`src/hdl/fetch_pkg.sv`:
```
// fetch front end shared types
package fetch_pkg;

	localparam int xlen = 32; // address and instruction width

	////////////////////////////////////////////////////////////
	// bus command and opcode encodings
	////////////////////////////////////////////////////////////

	typedef enum logic [1:0] {
		bus_none = 2'h0, // idle cycle
		bus_load = 2'h1  // combinational read of one 64-bit word
	} bus_command_t;

	localparam logic [6:0] op_alu_reg = 7'b0110011;
	localparam logic [6:0] op_alu_imm = 7'b0010011;
	localparam logic [6:0] op_load    = 7'b0000011;
	localparam logic [6:0] op_store   = 7'b0100011;
	localparam logic [6:0] op_branch  = 7'b1100011;
	localparam logic [6:0] op_jal     = 7'b1101111;

	typedef enum logic [2:0] {
		cls_alu_reg,
		cls_alu_imm,
		cls_load,
		cls_store,
		cls_branch,
		cls_jal,
		cls_other // jalr, lui, auipc, system all land here
	} inst_class_t;

	////////////////////////////////////////////////////////////
	// instruction word layouts
	////////////////////////////////////////////////////////////

	typedef struct packed {
		logic [6:0] funct7; // also the upper s/b immediate bits
		logic [4:0] rs2;
		logic [4:0] rs1;
		logic [2:0] funct3;
		logic [4:0] rd;     // also the lower s/b immediate bits
		logic [6:0] opcode;
	} r_fmt_t;

	typedef struct packed {
		logic [11:0] imm;
		logic [4:0]  rs1;
		logic [2:0]  funct3;
		logic [4:0]  rd;
		logic [6:0]  opcode;
	} i_fmt_t;

	// jump immediate is scattered across the upper 20 bits
	typedef struct packed {
		logic       imm_20;    // sign
		logic [9:0] imm_10_1;
		logic       imm_11;
		logic [7:0] imm_19_12;
		logic [4:0] rd;
		logic [6:0] opcode;
	} j_fmt_t;

	typedef union packed {
		r_fmt_t r_fmt;
		i_fmt_t i_fmt;
		j_fmt_t j_fmt;
	} inst_word_t;

	////////////////////////////////////////////////////////////
	// stage packets
	////////////////////////////////////////////////////////////

	typedef struct packed {
		logic            valid;
		logic [xlen-1:0] pc;
		logic [xlen-1:0] npc;  // pc + 4
		inst_word_t      inst;
	} if_id_packet_t;

	typedef struct packed {
		logic            valid;
		logic [xlen-1:0] pc;
		inst_class_t     inst_class;
		logic [4:0]      rd;
		logic [4:0]      rs1;
		logic [4:0]      rs2;
		logic [xlen-1:0] imm; // sign extended
	} id_packet_t;

endpackage

```
`src/hdl/id_output_reg.sv`:
```
// decode output register
module id_output_reg import fetch_pkg::*; (
	input  logic            clock,
	input  logic            reset,
	input  id_packet_t      id_in,
	output logic            out_valid,
	output logic [xlen-1:0] out_pc,
	output inst_class_t     out_class,
	output logic [4:0]      out_rd,
	output logic [4:0]      out_rs1,
	output logic [4:0]      out_rs2,
	output logic [xlen-1:0] out_imm
);

	////////////////////////////////////////////////////////////
	// valid flag
	////////////////////////////////////////////////////////////

	// trails the fetch valid by one cycle
	always_ff @(posedge clock) begin
		if (reset) begin
			out_valid <= 1'b0;
		end else begin
			out_valid <= id_in.valid;
		end
	end

	////////////////////////////////////////////////////////////
	// payload
	////////////////////////////////////////////////////////////

	// loaded every cycle, only meaningful under out_valid
	always_ff @(posedge clock) begin
		out_pc    <= id_in.pc;
		out_class <= id_in.inst_class;
		out_rd    <= id_in.rd;
		out_rs1   <= id_in.rs1;
		out_rs2   <= id_in.rs2;
		out_imm   <= id_in.imm; // already sign extended
	end

endmodule

```
`config.mk`:
```
export PLATFORM = sky130hd
export DESIGN_NAME = id_output_reg
export DESIGN_NICKNAME = d
export VERILOG_FILES = /design/src/hdl/fetch_pkg.sv /design/src/hdl/id_output_reg.sv
export SDC_FILE = /design/constraint.sdc
export NUM_CORES = 1
export LEC_CHECK = 0
export BUFFER_PORTS_ARGS = -buffer_cell sky130_fd_sc_hd__buf_2
export CAP_MARGIN = 20
export CORE_MARGIN = 2
export CORE_UTILIZATION = 30
export CTS_BUF_LIST = sky130_fd_sc_hd__clkbuf_16
export CTS_CLUSTER_DIAMETER = 120
export DETAILED_ROUTE_END_ITERATION = 7
export PLACE_DENSITY = 0.69
export SYNTH_ARGS = -nofsm -noshare
export SYNTH_HDL_FRONTEND = slang
export SYNTH_SLANG_ARGS = --single-unit
```
`constraint.sdc`:
```
create_clock -name clock -period 0.8 [get_ports clock]
set_input_delay 0.16 -clock clock [delete_from_list [all_inputs] [get_ports clock]]
set_output_delay 0.16 -clock clock [all_outputs]
set_load 0.01 [all_outputs]
```
# After elaboration in Yosys (flattened, before gate mapping)
# Cells that the tools add are included.
dict set report word_totals {
  input_bits 85
  output_inout_bits 83
  ff_bits 83
}

# Depth between registers and ports, before layout
dict set report logic_depth {
  depth_word 0
  depth_mapped 1
}

# Worst setup path before layout
# Ideal clock, no wire load.
dict set report synth_path {
  path_kind {flip-flop to output port}
  from {register out_class[0]}
  to {output port out_class[0]}
  t_arrival_ns 0.331
  path_stages_with_launch 1
  path_buffers 0
  slack_ns 0.309
  cell_sequence {dfxtp_1}
}
# element line_no
set synth_lines {}
lappend synth_lines {{start: declaration} id_output_reg.sv:8} ;# output inst_class_t out_class,
lappend synth_lines {{start signal: assignment} id_output_reg.sv:35} ;# out_class <= id_in.inst_class;
# No word-level cell between the ends.

# Final worst setup path
dict set report layout_path {
  from {register out_pc[1]}
  to {output port out_pc[1]}
}
# element line_no
set layout_lines {}
lappend layout_lines {{start: declaration} id_output_reg.sv:7} ;# output logic [xlen-1:0] out_pc,
lappend layout_lines {{start signal: assignment} id_output_reg.sv:34} ;# out_pc <= id_in.pc;
# No word-level cell between the ends.

==> metrics <==
clock sink count=between 80 and 90; Die ar.=6200 µm²; average cell area after synthesis=19.9 µm²; antenna viol nets, final=0; Synth Area in XOR/XNOR=0%; placed instance count=323; io pins=~170; vias in the first global route=1,643; First DRT Iteration DRCs=14; worst min path class=in2reg; n_diodes=0; dpl ws=197 ps; Synth Register Bits=83; fraction of layout cells with a size suffix above 1=about 62%; cell count after synthesis=84; CP Launch Type=flip-flop; syn nets=169; Core ar.=between 5000 and 6000 µm²; initial antenna violation count=0; largest family of logic cells by synthesized area=simple AND/OR/NAND/NOR gates; Final Non-Filler Cells=420; VDD IR max=1.50 mV; first-pass GRT wire length=7690 µm; Synth Area in Simple Gates=0.822%; setup TNS=-8210 ps; Arr. time, crit path=760 ps; die width=78.7 µm; leakage=~1.9 nW; row cnt=27; Yosys cell types=2; Via density=between 3 and 4; biggest fanout along the worst timing path=1; Final #Nets=429; Die Y-Extent=78.7 µm; final worst slack=-121 ps; WS Path Type=reg2out; min Tclk post-route=between 900 and 1000 ps; Max Cap Viol=0; Worst-path clk slew=60 ps; sequential-to-total area share from yosys stat=99.2%; PortBufs=167; DRC Markers=0; Worst EP required=640 ps; initial core utilization=30.8%; DR vias=1,620; htree depth=3; pin count of the biggest net entering global routing=14; final hold violations=0; Worst path top cell family by delay=flip-flops; status=finished with violations; CP Capture Type=primary output; CTS max path bufs=2; Slowest-stage cell, CP=dfxtp_2; failing checks=negative setup slack; Slew HR=93.9%; cells along the critical path=buf_6; PwrDens=2340 nW/µm²; max frequency=1090 MHz; Pins Over Slew Limit=0; Post-Layout Inst Area=3960 µm²; slowest stage delay, CP=330 ps; adder-cell share of the synthesized area=0%; CTS tree=yes; Final period util=115%; Hold Crit Depth=2; RePlAce Congestion=between 0.6 and 0.7; CTS root buffer=clkbuf_16; final setup violation count=83; Synth Area in Compound Gates=0%; Routed WL=5460 µm; Syn-to-layout area delta=136%; Post-DP Area=2600 µm²; RSZ-0062 raised after global routing=yes; total track usage=16.4%; measured slew at the worst slew-check pin=slightly above 90 ps; Crit. path cell count=1; mux share of post-synthesis cell area=0%; WL per Instance=13.0 µm; warnings from Yosys=0; total CTS buffers=9; crit path buf inv count=1; Mapped Area=1680 µm²; Initial DRT Pass Iterations=3; remaining global-route overflow=0
## per-layer routing
metal	global-route usage [%]	wire length, µm	up-vias
met5	0	0	-
met4	7.37	72	0
met3	5.00	513	7
met2	30.0	2940	101
met1	17.2	1930	733
li1	-	-	779
## through the flow
stage	utilization, %	power, mW	hold slack [ps]
final	72.8	9.25	21.2
after CTS	69.2	9.22	19.0
after global placement	47.8	5.03	262
after floorplan	-	4.63	188
after detailed placement	47.8	5.04	264
after global routing	72.8	9.64	12.4
## power breakdown
group          internal, mW  leakage (nW)  total, mW  switching [mW]
Combinational         0.649          1.08      0.964           0.315
Clock                  2.37         0.138       3.83            1.46
Sequential             4.38         0.701       4.45          0.0759
Total                  7.40          1.92       9.25            1.85
## cell usage in the layout (no fill, tap or decap)
master | netlist | routed
dfxtp_2 | 0 | 34
dlygate4sd3_1 | 0 | 82
clkinv_2 | 0 | 2
inv_1 | 0 | 1
clkinvlp_4 | 0 | 2
bufinv_16 | 0 | 1
buf_2 | 0 | 133
clkbuf_16 | 0 | 9
dfxtp_1 | 83 | 49
buf_6 | 0 | 34
nor2b_4 | 1 | 1
## state kept, by name (all words and copies together), names as in the netlist
name,cells
out_class,3
out_imm,32
out_pc,32
out_rd,5
out_rs1,5
out_rs2,5
out_valid,1
## timing repair
item	CTS	global route
gates resized for setup	16	52
hold endpoints to repair	82	0
pin swaps	0	0
endpoints found under the setup margin	83	83
hold buffers	82	0
setup buffers	0	0
## area by class of cell
cell class | instances | area [µm²]
Timing Repair Buffer | 249 | 1870
Multi-Input combinational cell | 1 | 13.8
Clock buffer | 9 | 225
Sequential cell | 83 | 1700
Clock inverter | 6 | 58.8
Tap cell | 72 | 90.1
Fill cell | 370 | 1480
## cell usage after synthesis
| cell type | count | share of area [%] |
|---|---|---|
| nor2b_4 | 1 | 0.82 |
| dfxtp_1 | 83 | 99 |
## path summary, 6_finish.rpt
path,startpoint,endpoint,slack (ps)
worst max-delay path,out_pc[1]$_DFF_P_,out_pc[1],-120
worst min-delay path,reset,out_valid$_SDFF_PP0_,20
## cell families after synthesis
family / count (synthesis)
flip-flops: 83
AND/OR/NAND/NOR: 1
(Power assumes the default switching activity.)
