--- src/hdl/fetch_pkg.sv ---
// fetch front end shared types
package fetch_pkg;

	localparam int xlen = 32; // address and instruction width

	////////////////////////////////////////////////////////////
	// bus command and opcode encodings
	////////////////////////////////////////////////////////////

	typedef enum logic [1:0] {
		bus_none = 2'h0, // idle cycle
		bus_load = 2'h1  // combinational read of one 64-bit word
	} bus_command_t;

	localparam logic [6:0] op_alu_reg = 7'b0110011;
	localparam logic [6:0] op_alu_imm = 7'b0010011;
	localparam logic [6:0] op_load    = 7'b0000011;
	localparam logic [6:0] op_store   = 7'b0100011;
	localparam logic [6:0] op_branch  = 7'b1100011;
	localparam logic [6:0] op_jal     = 7'b1101111;

	typedef enum logic [2:0] {
		cls_alu_reg,
		cls_alu_imm,
		cls_load,
		cls_store,
		cls_branch,
		cls_jal,
		cls_other // jalr, lui, auipc, system all land here
	} inst_class_t;

	////////////////////////////////////////////////////////////
	// instruction word layouts
	////////////////////////////////////////////////////////////

	typedef struct packed {
		logic [6:0] funct7; // also the upper s/b immediate bits
		logic [4:0] rs2;
		logic [4:0] rs1;
		logic [2:0] funct3;
		logic [4:0] rd;     // also the lower s/b immediate bits
		logic [6:0] opcode;
	} r_fmt_t;

	typedef struct packed {
		logic [11:0] imm;
		logic [4:0]  rs1;
		logic [2:0]  funct3;
		logic [4:0]  rd;
		logic [6:0]  opcode;
	} i_fmt_t;

	// jump immediate is scattered across the upper 20 bits
	typedef struct packed {
		logic       imm_20;    // sign
		logic [9:0] imm_10_1;
		logic       imm_11;
		logic [7:0] imm_19_12;
		logic [4:0] rd;
		logic [6:0] opcode;
	} j_fmt_t;

	typedef union packed {
		r_fmt_t r_fmt;
		i_fmt_t i_fmt;
		j_fmt_t j_fmt;
	} inst_word_t;

	////////////////////////////////////////////////////////////
	// stage packets
	////////////////////////////////////////////////////////////

	typedef struct packed {
		logic            valid;
		logic [xlen-1:0] pc;
		logic [xlen-1:0] npc;  // pc + 4
		inst_word_t      inst;
	} if_id_packet_t;

	typedef struct packed {
		logic            valid;
		logic [xlen-1:0] pc;
		inst_class_t     inst_class;
		logic [4:0]      rd;
		logic [4:0]      rs1;
		logic [4:0]      rs2;
		logic [xlen-1:0] imm; // sign extended
	} id_packet_t;

endpackage

--- src/hdl/fetch_if.sv ---
// fetch to decode link
interface fetch_if import fetch_pkg::*; ();

	logic            valid; // one instruction this cycle, no handshake
	logic [xlen-1:0] pc;    // address of inst
	logic [xlen-1:0] npc;   // sequential successor
	inst_word_t      inst;  // selected 32-bit half

	// fetch side
	modport source (
		output valid,
		output pc,
		output npc,
		output inst
	);

	// decode side
	modport sink (
		input valid,
		input pc,
		input npc,
		input inst
	);

endinterface

--- src/hdl/if_stage.sv ---
// instruction fetch stage
module if_stage import fetch_pkg::*; (
	input  logic            clock,
	input  logic            reset,
	input  logic            if_enable,      // fetch this cycle
	input  logic            ex_take_branch, // outside redirect
	input  logic [xlen-1:0] ex_target_pc,
	input  logic            jal_take,       // from decode, same cycle
	input  logic [xlen-1:0] jal_target,
	input  logic [63:0]     imem2proc_data,
	input  logic [3:0]      imem2proc_response,
	input  logic [3:0]      imem2proc_tag,
	output logic [xlen-1:0] proc2imem_addr,
	output bus_command_t    proc2imem_command,
	fetch_if.source         if_out
);

	logic [xlen-1:0] pc_reg;    // pc being fetched now
	logic [xlen-1:0] pc_plus_4;
	logic [xlen-1:0] next_pc;
	logic            pc_enable;
	if_id_packet_t   fetch_pkt;

	// memory is 64 bits wide so drop the word offset
	assign proc2imem_addr    = {pc_reg[xlen-1:3], 3'b000};
	assign proc2imem_command = if_enable ? bus_load : bus_none;

	assign pc_plus_4 = pc_reg + xlen'(4);

	// outside redirect beats the jal, jal beats sequential
	assign next_pc = ex_take_branch ? ex_target_pc :
	                 jal_take       ? jal_target   :
	                                  pc_plus_4;

	// tag left out here since it depends on the command in the same cycle
	assign pc_enable = if_enable | ex_take_branch;

	always_ff @(posedge clock) begin
		if (reset) begin
			pc_reg <= '0; // start at address zero
		end else if (pc_enable) begin
			pc_reg <= next_pc;
		end
	end

	////////////////////////////////////////////////////////////
	// packet toward decode
	////////////////////////////////////////////////////////////

	// a live tag that matches the response marks the data as ours
	assign fetch_pkt.valid = (imem2proc_tag != 4'h0) && (imem2proc_response == imem2proc_tag);
	assign fetch_pkt.pc    = pc_reg;
	assign fetch_pkt.npc   = pc_plus_4;
	assign fetch_pkt.inst  = pc_reg[2] ? imem2proc_data[63:32] : imem2proc_data[31:0]; // half select

	assign if_out.valid = fetch_pkt.valid;
	assign if_out.pc    = fetch_pkt.pc;
	assign if_out.npc   = fetch_pkt.npc;
	assign if_out.inst  = fetch_pkt.inst;

endmodule

--- src/flat_wrapper.sv ---
// flat-port wrapper written by rule: the top's interface ports become plain ports
module if_stage_flat import fetch_pkg::*;
  (clock, reset, if_enable, ex_take_branch, ex_target_pc, jal_take, jal_target, imem2proc_data, imem2proc_response, imem2proc_tag, proc2imem_addr, proc2imem_command, if_out_valid, if_out_pc, if_out_npc, if_out_inst);
  fetch_if if_out_i ();
  input  logic clock;
  input  logic reset;
  input  logic if_enable;
  input  logic ex_take_branch;
  input  logic [xlen-1:0] ex_target_pc;
  input  logic jal_take;
  input  logic [xlen-1:0] jal_target;
  input  logic [63:0] imem2proc_data;
  input  logic [3:0] imem2proc_response;
  input  logic [3:0] imem2proc_tag;
  output logic [xlen-1:0] proc2imem_addr;
  output bus_command_t proc2imem_command;
  output wire logic [$bits(if_out_i.valid)-1:0] if_out_valid;
  output wire logic [$bits(if_out_i.pc)-1:0] if_out_pc;
  output wire logic [$bits(if_out_i.npc)-1:0] if_out_npc;
  output wire logic [$bits(if_out_i.inst)-1:0] if_out_inst;
  assign if_out_valid = if_out_i.valid;
  assign if_out_pc = if_out_i.pc;
  assign if_out_npc = if_out_i.npc;
  assign if_out_inst = if_out_i.inst;
  if_stage u_core (.clock(clock), .reset(reset), .if_enable(if_enable), .ex_take_branch(ex_take_branch), .ex_target_pc(ex_target_pc), .jal_take(jal_take), .jal_target(jal_target), .imem2proc_data(imem2proc_data), .imem2proc_response(imem2proc_response), .imem2proc_tag(imem2proc_tag), .proc2imem_addr(proc2imem_addr), .proc2imem_command(proc2imem_command), .if_out(if_out_i));
endmodule
--- config.mk ---
export PLATFORM = sky130hd
export DESIGN_NAME = if_stage_flat
export DESIGN_NICKNAME = d
export VERILOG_FILES = /design/src/hdl/fetch_pkg.sv /design/src/hdl/fetch_if.sv /design/src/hdl/if_stage.sv /design/src/flat_wrapper.sv
export SDC_FILE = /design/constraint.sdc
export NUM_CORES = 1
export LEC_CHECK = 0
export BUFFER_PORTS_ARGS = -buffer_cell sky130_fd_sc_hd__buf_2
export CORE_AREA = 2 2 107 109
export CTS_CLUSTER_DIAMETER = 30
export DETAILED_ROUTE_END_ITERATION = 7
export DIE_AREA = 0 0 109 111
export HOLD_SLACK_MARGIN = 0.06
export PLACE_DENSITY_LB_ADDON = 0.2
export SLEW_MARGIN = 15
export SYNTH_ARGS = -nofsm -noshare
export SYNTH_HDL_FRONTEND = slang
export SYNTH_SLANG_ARGS = --single-unit
--- constraint.sdc ---
create_clock -name clock -period 6.4 [get_ports clock]
set_input_delay 1.6 -clock clock [delete_from_list [all_inputs] [get_ports clock]]
set_output_delay 1.6 -clock clock [all_outputs]
set_load 0.05 [all_outputs]
After elaboration in Yosys (flattened, before gate mapping):

Index checks and enable logic that the tools add are counted.
W data, S select, Z words.

* register bits: 32
* bits in latches: 0
* memory bits (writable): 0
* memory bits (read-only): 0
* input port bits: 141
* output and inout port bits: 131
* word-level logic and storage cells: 10
* memories kept: 0

* $add $sub $neg: 1
* multipliers: 0
* divide/modulo/power cells: 0
* magnitude comparators: 0
* equality and inequality tests: 1
* shift operators: 0
* mux-type cells: 4
* bitwise logic cells: 1
* reduce and logical (&&, ||, !) cells: 2

Operators by type and width (number)
* $mux W32: 3
* $add A32 B3 Y32 const B: 1
* $eq A4 B4 Y1: 1
* $reduce_bool A4 Y1: 1
* $logic_and A1 B1 Y1: 1
* $mux W1: 1
* $or A1 B1 Y1: 1

Logic depth before layout (Yosys ltp):

* word-level depth: 3
* mapped depth: 7
* gate-level depth less buffers: 6

Worst setup path after synthesis:

No wires, ideal clock.

* path type: in2out
* from: input port imem2proc_tag[1]
* to: output port if_out_valid
* arrival: 3295 ps
* required time: 4800 ps
* slack: 1505 ps
* stages: 2
* path buffers: 0
* cell sequence: xor2_1 nor4_1

* cells in the longest elaborated chain, start to end: 2
* elaborated cells between the ends (all ways): 3
* classes of those cells: eq/ne (1); reduce/logical (2)

RTL lines
* from (decl): RTL line flat_wrapper.sv:14 `input logic [3:0] imem2proc_tag;`
* $eq A4 B4 Y1 or $reduce_bool A4 Y1 (tied branches): RTL line if_stage.sv:51 `assign fetch_pkt.valid = (imem2proc_tag != 4'h0) && (imem2proc_response == imem2proc_tag);`
* $logic_and A1 B1 Y1 (*): RTL line if_stage.sv:51
* to (decl): RTL line flat_wrapper.sv:17 `output wire logic [$bits(if_out_i.valid)-1:0] if_out_valid;`

Mark *: on every way between the ends. The rest lies on a longest branch, timed or not.

Worst setup path in the final report:

* from: register u_core.pc_reg[2] (netlist: u_core.if_out.pc[2])
* to: output port if_out_npc[28]

* cells in the longest elaborated chain, start to end: 1

RTL lines
* from (decl): RTL line if_stage.sv:18 `logic [xlen-1:0] pc_reg;`
* from (signal assigned): RTL line if_stage.sv:42 `pc_reg <= next_pc;`
* $add A32 B3 Y32: RTL line if_stage.sv:28 `assign pc_plus_4 = pc_reg + xlen'(4);`
* to (decl): RTL line flat_wrapper.sv:19 `output wire logic [$bits(if_out_i.npc)-1:0] if_out_npc;`

Every way passes these cells.

==> out/results.txt <==
Outcome: complete, no violations
Area occupied by multi-input gates: 2350 um^2
First DRT Iteration DRCs: 184
Wire length of the first global-routing pass: 21.9 mm
Synth Area in Compound Gates: 0.171
# port buffers: 267
Max IR drop VDD: 0.000119 V
Postcts setup bufs: 0
CTS Hold Bufs: 0
Total GRT Usage: 0.229
Reg area: 641 um^2
Crit path max fanout: 15
Cell variety after synth: 61
Register bit count reported by yosys: 32
DRC: 0
Post-Layout Cell Count: 825
Core area: 11100 um^2
DPL Wire Length: 11.0 mm
Clock root buffer: clkbuf_16
CTS tree: built
Critical path type: register to output pin
Synth Area in Adders: 0.00357
Num CTS Buffers: 5
Lkg Pwr: 2.38 nW
Fillers: 1158
ANT nets after route: 0
Post-synth EDFFs: 0
Worst Hold Class: register to register
Post-layout minimum cycle time: 4430 ps
Fin worst setup slack: 1970 ps
Clock slew at reported path FFs: 60 ps
Simple-gate area share of the yosys netlist: 0.298
Post-place instance area: 4580 um^2
Nets: 822
Gpl congestion: 0.913
Number of max-cap violations: 0
H-tree depth: 2
First-pass iteration count of the detailed router: 6
Post-Synth XOR/XNOR Area: 0.0725
Slew @ Worst Pin: 1210 ps
Wirelength per Cell: 16.8 um
Synth-to-layout area growth: 35.3%
Mapped cell area: 3500 um^2
Syn Area/Cell: 7.41 um^2
RSZ-0062 raised after global routing: no
Largest family of logic cells by synthesized area: simple AND/OR/NAND/NOR gates
Pre-CTS setup slack: 2270 ps
Ys Warns: 0
Total gr overflow: 0
DIE AREA: 12100 um^2
Design Area, Final: 4740 um^2
Final core occ: 0.428
Placed instance count: 816
Die height: 111 um
Share of cells above drive strength 1: 0.488
Final hold vios: 0
Period utilization: 0.692
Routed WL: 13.8 mm
Row cnt: 39
Setup TNS: 0 ps
Mux contribution to synthesized area: 0.120
CP Capture Type: output pin
Predominant post-synthesis flop cell: dfxtp_1
Final setup violation count: 0
P per Cell Area: 216 nW/um^2
Starting Density: 0.316
Vias: 4256
Clock skew: 5.13 ps
Fin. max-slew vios: 0
Initial antenna violation count: 2
Io pins: 272
Post-Syn Instances: 473
Num Clock Sinks: 32
Crit path required time: 4800 ps
Clock buffer depth: 2
Largest net degree at the start of global routing: 40
Critical Path Source Type: register
CP arrival: 2830 ps
Max_slew headroom: 0.190
Post-synthesis sequential area ratio: 0.183
Asr flop ratio synth: 0
Worst skew pair latency: 280 ps
Number of global-route vias before repair: 4302
Largest register FFs: 32
Maximum clock frequency: 226 MHz
Drt via density: 5.16
Die Width: 109 um
Post_cts resized: 0
[metrics by stage]
step	hold WS, ps	power [mW]
6_report	585	1.02
5_1_grt	626	1.07
4_1_cts	588	1.03
3_5_place_dp	580	0.752
3_3_place_gp	536	0.748
2_1_floorplan	769	0.646
[placed cells by master (no fill, tap or decap), drive strengths merged, types with 2 or more instances in the layout]
master,count
a211o,5
a211oi,8
a21o,2
a21oi,27
a221oi,6
a31o,5
a31oi,9
and3,9
and4,5
buf,271
clkbuf,6
clkinv,2
conb,4
dfxtp,32
inv,10
mux2,33
mux2i,5
nand2,45
nand3,27
nand4,10
nor2,43
nor2b,6
nor3,19
nor4,17
o21ai,17
o22ai,6
or2,3
or4,2
xnor2,12
xor2,17
[area by class of cell]
type / instances / area share
clock inverter: 2 / 0.00739
tap: 143 / 0.0377
clock buffer: 6 / 0.0272
sequential: 32 / 0.135
inverter: 11 / 0.00870
timing repair buffer: 271 / 0.288
multi-input combinational: 359 / 0.495
antenna: 1 / 0.000528
[routing by layer]
layer  vias up  GRT usage  part of all wire
met1      1966      0.263              0.38
li1       2079          -                 -
met5         -          0           0.00094
met3        21     0.0582             0.085
met2       188      0.410              0.51
met4         2     0.0701             0.020
[Yosys cell counts, types with 12 or more instances]
master / count / area [um^2]
xnor2_1: 12 / 105
buf_4: 40 / 300
nor2_1: 42 / 158
nand2_1: 45 / 169
a21oi_1: 27 / 135
mux2_2: 33 / 372
clkbuf_1: 16 / 60.1
o21ai_0: 13 / 65.1
xor2_1: 17 / 149
dfxtp_1: 32 / 641
nand3_1: 24 / 120
nor3_1: 17 / 85.1
nor4_1: 14 / 87.6
[where the power goes]
part / total [mW] / switching [mW] / internal, mW
clock: 0.277 / 0.0938 / 0.183
combinational: 0.488 / 0.353 / 0.135
sequential: 0.258 / 0.0417 / 0.216
total: 1.02 / 0.488 / 0.535
[critical path, cell delays in order (launching register included)]
cell	delay (ps)
dfxtp_1	660
ha_1	380
nand3_2	240
or4_4	600
nor3_4	240
xor2_1	150
buf_2	270
[cells by family (layout without fill, tap and decap cells)]
group	after synthesis	count (layout)
AND/OR/NAND/NOR	194	194
AO/OA/AOI/OAI	93	93
buffers and inverters	85	290
multiplexers	38	38
flip-flops	32	32
XOR/XNOR	29	29
adder cells (fa/ha/maj)	1	1
other	1	5
[final timing paths]
kind	start	to	slack, ps	depth (start not counted)
worst max-delay path	u_core.if_out.pc[2]	if_out_npc[28]	1970	6
worst min-delay path	u_core.if_out.pc[24]	u_core.if_out.pc[24]	580	2
worst min register to register	u_core.if_out.pc[24]	u_core.if_out.pc[24]	580	2
worst max register to register	u_core.if_out.pc[2]	u_core.if_out.pc[28]	3830	6
No activity file was read; power rests on OpenSTA's default activity.
