## config.mk

```make
export PLATFORM = sky130hd
export DESIGN_NAME = inst_decode_flat
export DESIGN_NICKNAME = d
export VERILOG_FILES = /design/src/hdl/fetch_pkg.sv /design/src/hdl/fetch_if.sv /design/src/hdl/inst_decode.sv /design/src/flat_wrapper.sv
export SDC_FILE = /design/constraint.sdc
export NUM_CORES = 1
export LEC_CHECK = 0
export BUFFER_PORTS_ARGS = -buffer_cell sky130_fd_sc_hd__buf_2
export CAP_MARGIN = 10
export CORE_UTILIZATION = 45
export DETAILED_ROUTE_END_ITERATION = 8
export PLACE_DENSITY = 0.94
export SYNTH_ARGS = -nofsm -noshare
export SYNTH_HDL_FRONTEND = slang
export SYNTH_SLANG_ARGS = --single-unit
```

## constraint.sdc

```tcl
create_clock -name vclk -period 5.3
set_input_delay 1.06 -clock vclk [all_inputs]
set_output_delay 1.06 -clock vclk [all_outputs]
set_load 0.02 [all_outputs]
```

## src/hdl/fetch_pkg.sv

```systemverilog
// fetch front end shared types
package fetch_pkg;

	localparam int xlen = 32; // address and instruction width

	////////////////////////////////////////////////////////////
	// bus command and opcode encodings
	////////////////////////////////////////////////////////////

	typedef enum logic [1:0] {
		bus_none = 2'h0, // idle cycle
		bus_load = 2'h1  // combinational read of one 64-bit word
	} bus_command_t;

	localparam logic [6:0] op_alu_reg = 7'b0110011;
	localparam logic [6:0] op_alu_imm = 7'b0010011;
	localparam logic [6:0] op_load    = 7'b0000011;
	localparam logic [6:0] op_store   = 7'b0100011;
	localparam logic [6:0] op_branch  = 7'b1100011;
	localparam logic [6:0] op_jal     = 7'b1101111;

	typedef enum logic [2:0] {
		cls_alu_reg,
		cls_alu_imm,
		cls_load,
		cls_store,
		cls_branch,
		cls_jal,
		cls_other // jalr, lui, auipc, system all land here
	} inst_class_t;

	////////////////////////////////////////////////////////////
	// instruction word layouts
	////////////////////////////////////////////////////////////

	typedef struct packed {
		logic [6:0] funct7; // also the upper s/b immediate bits
		logic [4:0] rs2;
		logic [4:0] rs1;
		logic [2:0] funct3;
		logic [4:0] rd;     // also the lower s/b immediate bits
		logic [6:0] opcode;
	} r_fmt_t;

	typedef struct packed {
		logic [11:0] imm;
		logic [4:0]  rs1;
		logic [2:0]  funct3;
		logic [4:0]  rd;
		logic [6:0]  opcode;
	} i_fmt_t;

	// jump immediate is scattered across the upper 20 bits
	typedef struct packed {
		logic       imm_20;    // sign
		logic [9:0] imm_10_1;
		logic       imm_11;
		logic [7:0] imm_19_12;
		logic [4:0] rd;
		logic [6:0] opcode;
	} j_fmt_t;

	typedef union packed {
		r_fmt_t r_fmt;
		i_fmt_t i_fmt;
		j_fmt_t j_fmt;
	} inst_word_t;

	////////////////////////////////////////////////////////////
	// stage packets
	////////////////////////////////////////////////////////////

	typedef struct packed {
		logic            valid;
		logic [xlen-1:0] pc;
		logic [xlen-1:0] npc;  // pc + 4
		inst_word_t      inst;
	} if_id_packet_t;

	typedef struct packed {
		logic            valid;
		logic [xlen-1:0] pc;
		inst_class_t     inst_class;
		logic [4:0]      rd;
		logic [4:0]      rs1;
		logic [4:0]      rs2;
		logic [xlen-1:0] imm; // sign extended
	} id_packet_t;

endpackage

```

## src/hdl/fetch_if.sv

```systemverilog
// fetch to decode link
interface fetch_if import fetch_pkg::*; ();

	logic            valid; // one instruction this cycle, no handshake
	logic [xlen-1:0] pc;    // address of inst
	logic [xlen-1:0] npc;   // sequential successor
	inst_word_t      inst;  // selected 32-bit half

	// fetch side
	modport source (
		output valid,
		output pc,
		output npc,
		output inst
	);

	// decode side
	modport sink (
		input valid,
		input pc,
		input npc,
		input inst
	);

endinterface

```

## src/hdl/inst_decode.sv

```systemverilog
// instruction decode
module inst_decode import fetch_pkg::*; (
	fetch_if.sink           if_in,
	output id_packet_t      id_out,
	output logic            jal_take,   // steer fetch this cycle
	output logic [xlen-1:0] jal_target
);

	inst_word_t      inst;
	logic [6:0]      opcode;
	inst_class_t     inst_class;
	logic [xlen-1:0] i_imm;
	logic [xlen-1:0] s_imm;
	logic [xlen-1:0] b_imm;
	logic [xlen-1:0] j_imm;
	logic [xlen-1:0] imm;

	assign inst   = if_in.inst;
	assign opcode = inst.r_fmt.opcode; // same bits in every view

	////////////////////////////////////////////////////////////
	// opcode class
	////////////////////////////////////////////////////////////

	always_comb begin
		case (opcode)
			op_alu_reg: inst_class = cls_alu_reg;
			op_alu_imm: inst_class = cls_alu_imm;
			op_load:    inst_class = cls_load;
			op_store:   inst_class = cls_store;
			op_branch:  inst_class = cls_branch;
			op_jal:     inst_class = cls_jal;
			default:    inst_class = cls_other;
		endcase
	end

	////////////////////////////////////////////////////////////
	// immediates, all sign extended from the top bit
	////////////////////////////////////////////////////////////

	assign i_imm = {{20{inst.i_fmt.imm[11]}}, inst.i_fmt.imm};

	// store and branch reuse the funct7 and rd slots of the register layout
	assign s_imm = {{20{inst.r_fmt.funct7[6]}}, inst.r_fmt.funct7, inst.r_fmt.rd};
	assign b_imm = {{20{inst.r_fmt.funct7[6]}}, inst.r_fmt.rd[0],
	                inst.r_fmt.funct7[5:0], inst.r_fmt.rd[4:1], 1'b0};

	assign j_imm = {{12{inst.j_fmt.imm_20}}, inst.j_fmt.imm_19_12, inst.j_fmt.imm_11,
	                inst.j_fmt.imm_10_1, 1'b0};

	always_comb begin
		case (inst_class)
			cls_alu_imm,
			cls_load:   imm = i_imm;
			cls_store:  imm = s_imm;
			cls_branch: imm = b_imm;
			cls_jal:    imm = j_imm;
			default:    imm = '0; // register ops and the rest carry none
		endcase
	end

	////////////////////////////////////////////////////////////
	// jal redirect
	////////////////////////////////////////////////////////////

	assign jal_target = if_in.pc + j_imm;

	// a jump to the next word needs no steering
	assign jal_take = if_in.valid && (inst_class == cls_jal) && (jal_target != if_in.npc);

	// packet to the output register
	assign id_out.valid      = if_in.valid;
	assign id_out.pc         = if_in.pc;
	assign id_out.inst_class = inst_class;
	assign id_out.rd         = inst.r_fmt.rd;
	assign id_out.rs1        = inst.r_fmt.rs1;
	assign id_out.rs2        = inst.r_fmt.rs2;
	assign id_out.imm        = imm;

endmodule

```

## src/flat_wrapper.sv

```systemverilog
// flat-port wrapper written by rule: the top's interface ports become plain ports
module inst_decode_flat import fetch_pkg::*;
  (id_out, jal_take, jal_target, if_in_valid, if_in_pc, if_in_npc, if_in_inst);
  fetch_if if_in_i ();
  output id_packet_t id_out;
  output logic jal_take;
  output logic [xlen-1:0] jal_target;
  input wire logic [$bits(if_in_i.valid)-1:0] if_in_valid;
  input wire logic [$bits(if_in_i.pc)-1:0] if_in_pc;
  input wire logic [$bits(if_in_i.npc)-1:0] if_in_npc;
  input wire logic [$bits(if_in_i.inst)-1:0] if_in_inst;
  assign if_in_i.valid = if_in_valid;
  assign if_in_i.pc = if_in_pc;
  assign if_in_i.npc = if_in_npc;
  assign if_in_i.inst = if_in_inst;
  inst_decode u_core (.if_in(if_in_i), .id_out(id_out), .jal_take(jal_take), .jal_target(jal_target));
endmodule
```

# Word-level counts from Yosys, hierarchy flattened

Index checks and enable logic that the tools add are counted.

Flip-flop bits (word level): 0
Input bits: 97
Output and inout port bits: 116
Word-level logic and storage cells: 18

Add/subtract/negate cells: 1
Equal/unequal tests: 12
Muxes and demuxes: 2
Reduce and logical (&&, ||, !) cells: 3

Operators with widths:

| cell                                           | count |
|---|---|
| one-hot mux 32 bit (4 select lines)            | 1 |
| adder 32 bit                                   | 1 |
| inequality test 32 bit                         | 1 |
| one-hot mux 3 bit (6 select lines)             | 1 |
| == test 7 x 6 -> 1 bit (second input constant) | 2 |
| == test 7 bit (second input constant)          | 2 |
| == test 7 x 2 -> 1 bit (second input constant) | 1 |
| == test 7 x 5 -> 1 bit (second input constant) | 1 |
| == test 3 x 2 -> 1 bit (second input constant) | 2 |
| == test 3 bit (second input constant)          | 2 |
| == test 3 x 1 -> 1 bit (second input constant) | 1 |
| logical AND 1 bit                              | 2 |
| OR reduction 2 bit                             | 1 |

# Longest topological paths before layout

Gate-level depths: netlist (run 1).

Depth after elaboration: 5
Depth in mapped cells: 12
Mapped depth without buffers: 12

# Worst setup path after synthesis (run 1)

Ideal clock, no wire load.

Kind: input-to-output
Start: in if_in_inst[25]
End: out jal_take
Arrival: 4052 ps
Data required time: 4240 ps
Slack: 188 ps
Stages on the path: 11
Buffers on the path: 0
Path through: ha_1 > a21o_1 > a31oi_2 > a21boi_1 > a221o_1 > a21bo_2 > a2111oi_0 > nor3_1 > xor2_1 > xnor2_1 > a41oi_1

Longest elaborated chain between the ends: 3

RTL lines:

| item                   | line               | text |
|---|---|---|
| start, declared        | flat_wrapper.sv:11 | `input wire logic [$bits(if_in_i.inst)-1:0] if_in_inst;` |
| adder 32 bit           | inst_decode.sv:66  | `assign jal_target = if_in.pc + j_imm;` |
| via jal_target[28]     | flat_wrapper.sv:7  | `output logic [xlen-1:0] jal_target;` |
| inequality test 32 bit | inst_decode.sv:69  | `assign jal_take = if_in.valid && (inst_class == cls_jal) && (jal_target != if_in.npc);` |
| logical AND 1 bit      | inst_decode.sv:69  |  |
| end, declared          | flat_wrapper.sv:6  | `output logic jal_take;` |

The timed path passes the listed nets, and every way through them passes these cells.

# Final worst setup path (run 1)

Start: in if_in_inst[27]
End: out jal_take

Longest elaborated chain between the ends: 3

RTL lines:

| item                   | line |
|---|---|
| adder 32 bit           | inst_decode.sv:66 |
| inequality test 32 bit | inst_decode.sv:69 |
| logical AND 1 bit      | inst_decode.sv:69 |

Every way passes these cells.

==> run summary, run 1 <==
• status: finished with violations
• violated checks: setup timing
• Detailed Routing Iterations Pass 1: 5
• smallest setup slack after layout: -0.0642 ns
• sequential cell count of the final layout: 0
• Overall Global Routing Usage: 29.2%
• number of routed nets with antenna violations: 0
• initial antenna violation count: 0
• Top cell by count, worst path: buf_4
• WL final: 12200 um
• HP Class: in2out
• Std-Cell Rows: 30
• source of the critical timing path: if_in_inst[27]
• WL/cell: 16.7 um
• Starting Density: 47.4%
• Seq/Total Area, Yosys: 0%
• total count of max-transition violations in the final report: 0
• met3 track demand over resource in global routing: 1.90%
• Syn Area/Cell: 7.22 um2
• Setup TNS: -0.0642 ns
• die outline width: 87.3 um
• final hold vios: 0
• most repeated cell in the gate-level netlist after synthesis: buf_4
• worst rel slew slack: 64.8%
• power density normalized to cell area: 156 nW/um2
• Setup-failing EPs final: 1
• Required @ worst endpoint: 4.24 ns
• Worst Path Class, Setup: in2out
• Diodes inserted: 0
• layout-stage area growth over the synthesis result: 33.3%
• RSZ-0062 raised after global routing: yes
• delay contributed by the slowest stage of the critical path: 0.37 ns
• placer's final routability congestion estimate: 0.976
• minimum period implied by the final worst setup slack: 5.36 ns
• kind of end point of the critical path: output pin
• timing endpoint of the critical path: jal_take
• Syn Inst Count: 454
• combined flip-flop and latch cell area: 0 um2
• pin count of the biggest net entering global routing: 16
• maximum fanout along the worst path: 5
• period utilization: 101%
• net count after synthesis: 582
• vertical extent of the die: 87.3 um
• area of the die: 7630 um2
• cell-by-cell listing of the critical path: buf_2 > ha_1 > a21oi_1 > o21ai_0 > a21o_1 > a221o_1 > buf_4 > a21bo_2 > a21o_1 > xnor2_1 > or3_1 > nor4_2 > buf_4 > a41oi_2 > buf_4
• DRC violation count after routing: 0
• Layout clock buffers: 0
• nets: 765
• transition time at the pin with the least slew margin: 0.525 ns
• Floorplan Core Area: 6910 um2
• share of Yosys cell area claimed by the top area cell type: 13.7%
• static leakage: 2.30 nW
• main area contributors after synthesis: buf_4, ha_1, xnor2_1, xor2_1, a21oi_1
• first-pass GRT wire length: 17800 um
• largest area contributor in the synthesized netlist: buf_4
• port bufs: 213
• element type at the critical path start: primary input
• area of all placed cells without fillers: 4370 um2
• most used standard cells in the synthesized netlist: buf_4, xnor2_1, a21oi_1
• worst hold margin: 2.36 ns
• final core utilization: 63.2%
• number of DRC violations after detailed-routing iteration 0: 299
• fraction of final layout cells sized beyond drive strength 1: 44.9%
• placed cell area: 4260 um2
• Hold Crit Start: if_in_pc[17]
• HPWL Detailed: 10300 um
• number of global-route vias before repair: 3854
• vias per cell: 5.78
• FILL cells: 672
• worst supply voltage drop on vdd: 0.0783 mV
• max-cap check violation count: 0
• total via count after detailed routing: 4223
• cell at the slowest stage of the critical path: a221o_1
• Distinct cells, synth: 66
• routing usage on met1: 38.1%
• achievable clock frequency: 0.186 GHz
• GRT overflow: 0
• number of warnings issued by yosys: 0
• worst path arrival time: 4.30 ns
• global routing's busiest layer: met2
• routing usage on met2: 52.4%
• Boundary Pins: 213
• post-synthesis cell area: 3280 um2
[through the flow]
step	cells	setup WS (ns)	total power, mW
CTS	729	0.00524	0.659
detailed placement	729	-0.197	0.650
global placement	729	-0.00619	0.641
finish	731	-0.0642	0.683
global route	731	-0.229	0.730
floorplan	454	0.188	0.433
[cell usage in the layout (no fill, tap or decap), drive strengths merged, types with 6 or more instances in the layout]
cell and n:
nor2 28, a21o 20, nand4 7, xor2 22, ha 30, o21ai 22, nand3 12, and3 8
xnor2 38, nand2 28, nor2b 7, a21oi 33, o21bai 7, buf 260, o21a 6, a31oi 7
nor3 13, and2 11
[area by class of cell]
cell class	count	area, um2	share of cell area (%)
Multi-Input combinational cell	372	2800	64.0
Inverter	3	11.3	0.258
Tap cell	96	120	2.75
Timing Repair Buffer	260	1440	33.0
[layer usage]
metal  routed length [um]  up-vias  share of wire, %
li1                     -     1981                 -
met1                 5190     1984                43
met2                 5980      236                49
met3                  824       22               6.7
met4                  225        0               1.8
met5                    0        -                 0
[worst max-delay path, delay by kind of cell]
kind	cells	cell delay, ns
XOR/XNOR	1	0.13
AO/OA/AOI/OAI	7	1.52
adder cells (fa/ha/maj)	1	0.34
AND/OR/NAND/NOR	2	0.65
buffers and inverters	4	0.60
[power by group]
group | leakage, nW | total (mW) | internal [mW] | switching, mW
clock | 0 | 0 | 0 | 0
combinational | 2.30 | 0.683 | 0.284 | 0.399
sequential | 0 | 0 | 0 | 0
[how the worst min path moves through the flow]
stage                       to  slack, ns  depth (start not counted)
floorplan           id_out[32]       2.23                          1
global placement    id_out[43]       2.35                          2
detailed placement  id_out[57]       2.36                          2
CTS                 id_out[66]       2.36                          2
global route        id_out[57]       2.36                          2
finish              id_out[67]       2.36                          2
[logic make-up (layout without fill, tap and decap cells)]
logic type               count (synthesis)  after routing  synth area share [%]
adder cells (fa/ha/maj)                 31             31                  12.1
AO/OA/AOI/OAI                          137            137                  30.3
AND/OR/NAND/NOR                        140            140                  22.8
multiplexers                             2              2                 0.611
buffers and inverters                   82            263                  16.8
XOR/XNOR                                62             62                  17.4
[timing repair]
| item | 4_1_cts | 5_1_grt |
|---|---|---|
| pin swaps | 1 | 13 |
| hold buffers | 0 | 0 |
| setup endpoints to repair | 1 | 1 |
| setup buffers | 0 | 2 |
| gates resized for setup | 5 | 14 |
Power figures use the tool's default switching activity.
==> inputs of run 2 (changes only) <==
--- a/config.mk
+++ b/config.mk
@@ -9,6 +9,7 @@
 export CAP_MARGIN = 10
 export CORE_UTILIZATION = 45
 export DETAILED_ROUTE_END_ITERATION = 8
+export MAX_ROUTING_LAYER = met4
 export PLACE_DENSITY = 0.94
 export SYNTH_ARGS = -nofsm -noshare
 export SYNTH_HDL_FRONTEND = slang
==> run 2 against run 1 <==
Effect of this change: the flow now finishes without violations; cell count unchanged; cell area increased by 0.63%; utilization increased by 0.40 points; hold slack improved by 0.0029 ns; non-clock buffer count unchanged; die area unchanged; sequential share of layout area unchanged; routed wire length increased by 0.87%; largest power group unchanged.
==> run summary, run 2 (same netlist as run 1, synthesis figures left out) <==
• status: finished, final reports clean, was finished with violations
• fraction of final layout cells sized beyond drive strength 1: 46.0%, was 44.9%
• sequential cell count of the final layout: 0, unchanged
• first-pass GRT wire length: 18100 um, was 17800 um
• DRC violation count after routing: 0, unchanged
• element type at the critical path start: primary input, unchanged
• layout-stage area growth over the synthesis result: 34.1%, was 33.3%
• routing usage on met2: 53.0%, was 52.4%
• Required @ worst endpoint: 4.24 ns, about the same
• Boundary Pins: 213, unchanged
• number of global-route vias before repair: 3799, was 3854
• max-cap check violation count: 0, unchanged
• Multi-input gate area: 2830 um2, was 2800 um2
• number of DRC violations after detailed-routing iteration 0: 240, was 299
• number of routed nets with antenna violations: 0, unchanged
• worst rel slew slack: 64.9%, was 64.8%
• Hold Path End: id_out[58], was id_out[67]
• commonest cells after routing, fill and taps aside: buf_2, buf_4, xnor2_1, unchanged
• WL final: 12300 um, was 12200 um
• kind of end point of the critical path: output pin, unchanged
• cell-by-cell listing of the critical path: buf_6 > ha_4 > fa_2 > a21o_1 > a221o_2 > buf_6 > a31oi_4 > o21ai_2 > a41oi_2 > xnor2_2 > xor2_1 > or3_4 > nor4_4 > a41oi_2 > buf_4, was buf_2 > ha_1 > a21oi_1 > o21ai_0 > a21o_1 > a221o_1 > buf_4 > a21bo_2 > a21o_1 > xnor2_1 > or3_1 > nor4_2 > buf_4 > a41oi_2 > buf_4
• period utilization: 98.5%, was 101%
• power density normalized to cell area: 157 nW/um2, was 156 nW/um2
• number of buffers added to fix hold violations after cts: 0, unchanged
• placed cell area: 4250 um2, was 4260 um2
• die outline width: 87.3 um, unchanged
• WL/cell: 16.9 um, was 16.7 um
• delay contributed by the slowest stage of the critical path: 0.42 ns, was 0.37 ns
• transition time at the pin with the least slew margin: 0.525 ns, about the same
• placer's final routability congestion estimate: 0.977, was 0.976
• final hold vios: 0, unchanged
• cell type group with the largest total delay on the critical path: compound AO/OA/AOI/OAI gates, unchanged
• source of the critical timing path: if_in_inst[21], was if_in_inst[27]
• total via count after detailed routing: 4139, was 4223
• port bufs: 213, unchanged
• area of the die: 7630 um2, unchanged
• minimum period implied by the final worst setup slack: 5.22 ns, was 5.36 ns
• Std-Cell Rows: 30, unchanged
• routing usage on met1: 40.3%, was 38.1%
• Hold Crit Start: if_in_pc[8], was if_in_pc[17]
• pin count of the biggest net entering global routing: 16, unchanged
• worst supply voltage drop on vdd: 0.0839 mV, was 0.0783 mV
• Design Power: 690 uW, was 683 uW
• worst hold margin: 2.36 ns, about the same
• Diodes inserted: 0, unchanged
• achievable clock frequency: 0.192 GHz, was 0.186 GHz
• worst path arrival time: 4.16 ns, was 4.30 ns
• Starting Density: 47.4%, unchanged
• smallest setup slack after layout: 0.0808 ns, was -0.0642 ns
• vertical extent of the die: 87.3 um, unchanged
• met3 track demand over resource in global routing: 1.42%, was 1.90%
• initial antenna violation count: 0, unchanged
• cell depth of the worst min-delay path: 2, unchanged
• vias per cell: 5.66, was 5.78
• cell at the slowest stage of the critical path: a221o_2, was a221o_1
• maximum fanout along the worst path: 3, was 5
• Layout clock buffers: 0, unchanged
• HPWL Detailed: 10500 um, was 10300 um
• final core utilization: 63.6%, was 63.2%
• global routing's busiest layer: met2, unchanged
• Critical path buffers and inverters: 3, was 4
• RSZ-0062 raised after global routing: yes, unchanged
• most frequent standard cell in the layout excluding fill and tap cells: buf_2, unchanged
• GRT overflow: 0, unchanged
• Overall Global Routing Usage: 30.6%, was 29.2%
• Worst Path Class, Setup: in2out, unchanged
• pre-CTS WS: -0.127 ns, was -0.197 ns
• Floorplan Core Area: 6910 um2, unchanged
• total count of max-transition violations in the final report: 0, unchanged
• nets: 765, unchanged
• FILL cells: 678, was 672
• area of all placed cells without fillers: 4400 um2, was 4370 um2
• static leakage: 2.32 nW, was 2.30 nW
• Detailed Routing Iterations Pass 1: 5, unchanged
• Setup-failing EPs final: 0, was 1
• combined flip-flop and latch cell area: 0 um2, unchanged
• HP Class: in2out, unchanged
[run 2: cell counts in the layout (fill, tap and decap cells not counted)]
Identical to the previous run, type by type.
[run 2: what timing repair did]
item                                    4_1_cts  5_1_grt
pin swaps                                     0        7
resized for setup                             5       20
buffers inserted                              0        3
endpoints found under the setup margin        1        1
[run 2: layout make-up]
class                      instances  area share, %
multi-input combinational        372           64.3
timing repair buffer             260           32.7
tap                               96           2.73
inverter                           3          0.256
[run 2: metrics by stage]
stage	setup TNS, ns	cells
after floorplan	0	454
after global placement	-0.0444	728
after detailed placement	-0.127	728
after CTS	0	728
after global routing	-0.0381	731
final	0	731
[run 2: worst max path at each step]
stage,depth (start not counted),slack (ns),to
after detailed placement,14,-0.13,jal_take
final,15,0.08,jal_take
after CTS,13,0.003,jal_take
after global routing,15,-0.04,jal_take
after floorplan,11,0.19,jal_take
after global placement,14,-0.04,jal_take
[run 2: metal layers]
layer,up-vias,part of all wire [%]
met1,1908,41
met3,18,8.1
met2,237,49
met4,0,1.5
met5,-,0
li1,1976,-
[run 2: power by group]
group | internal, mW | leakage (nW) | total (mW) | switching (mW)
clock | 0 | 0 | 0 | 0
combinational | 0.286 | 2.32 | 0.690 | 0.404
sequential | 0 | 0 | 0 | 0
total | 0.286 | 2.32 | 0.690 | 0.404
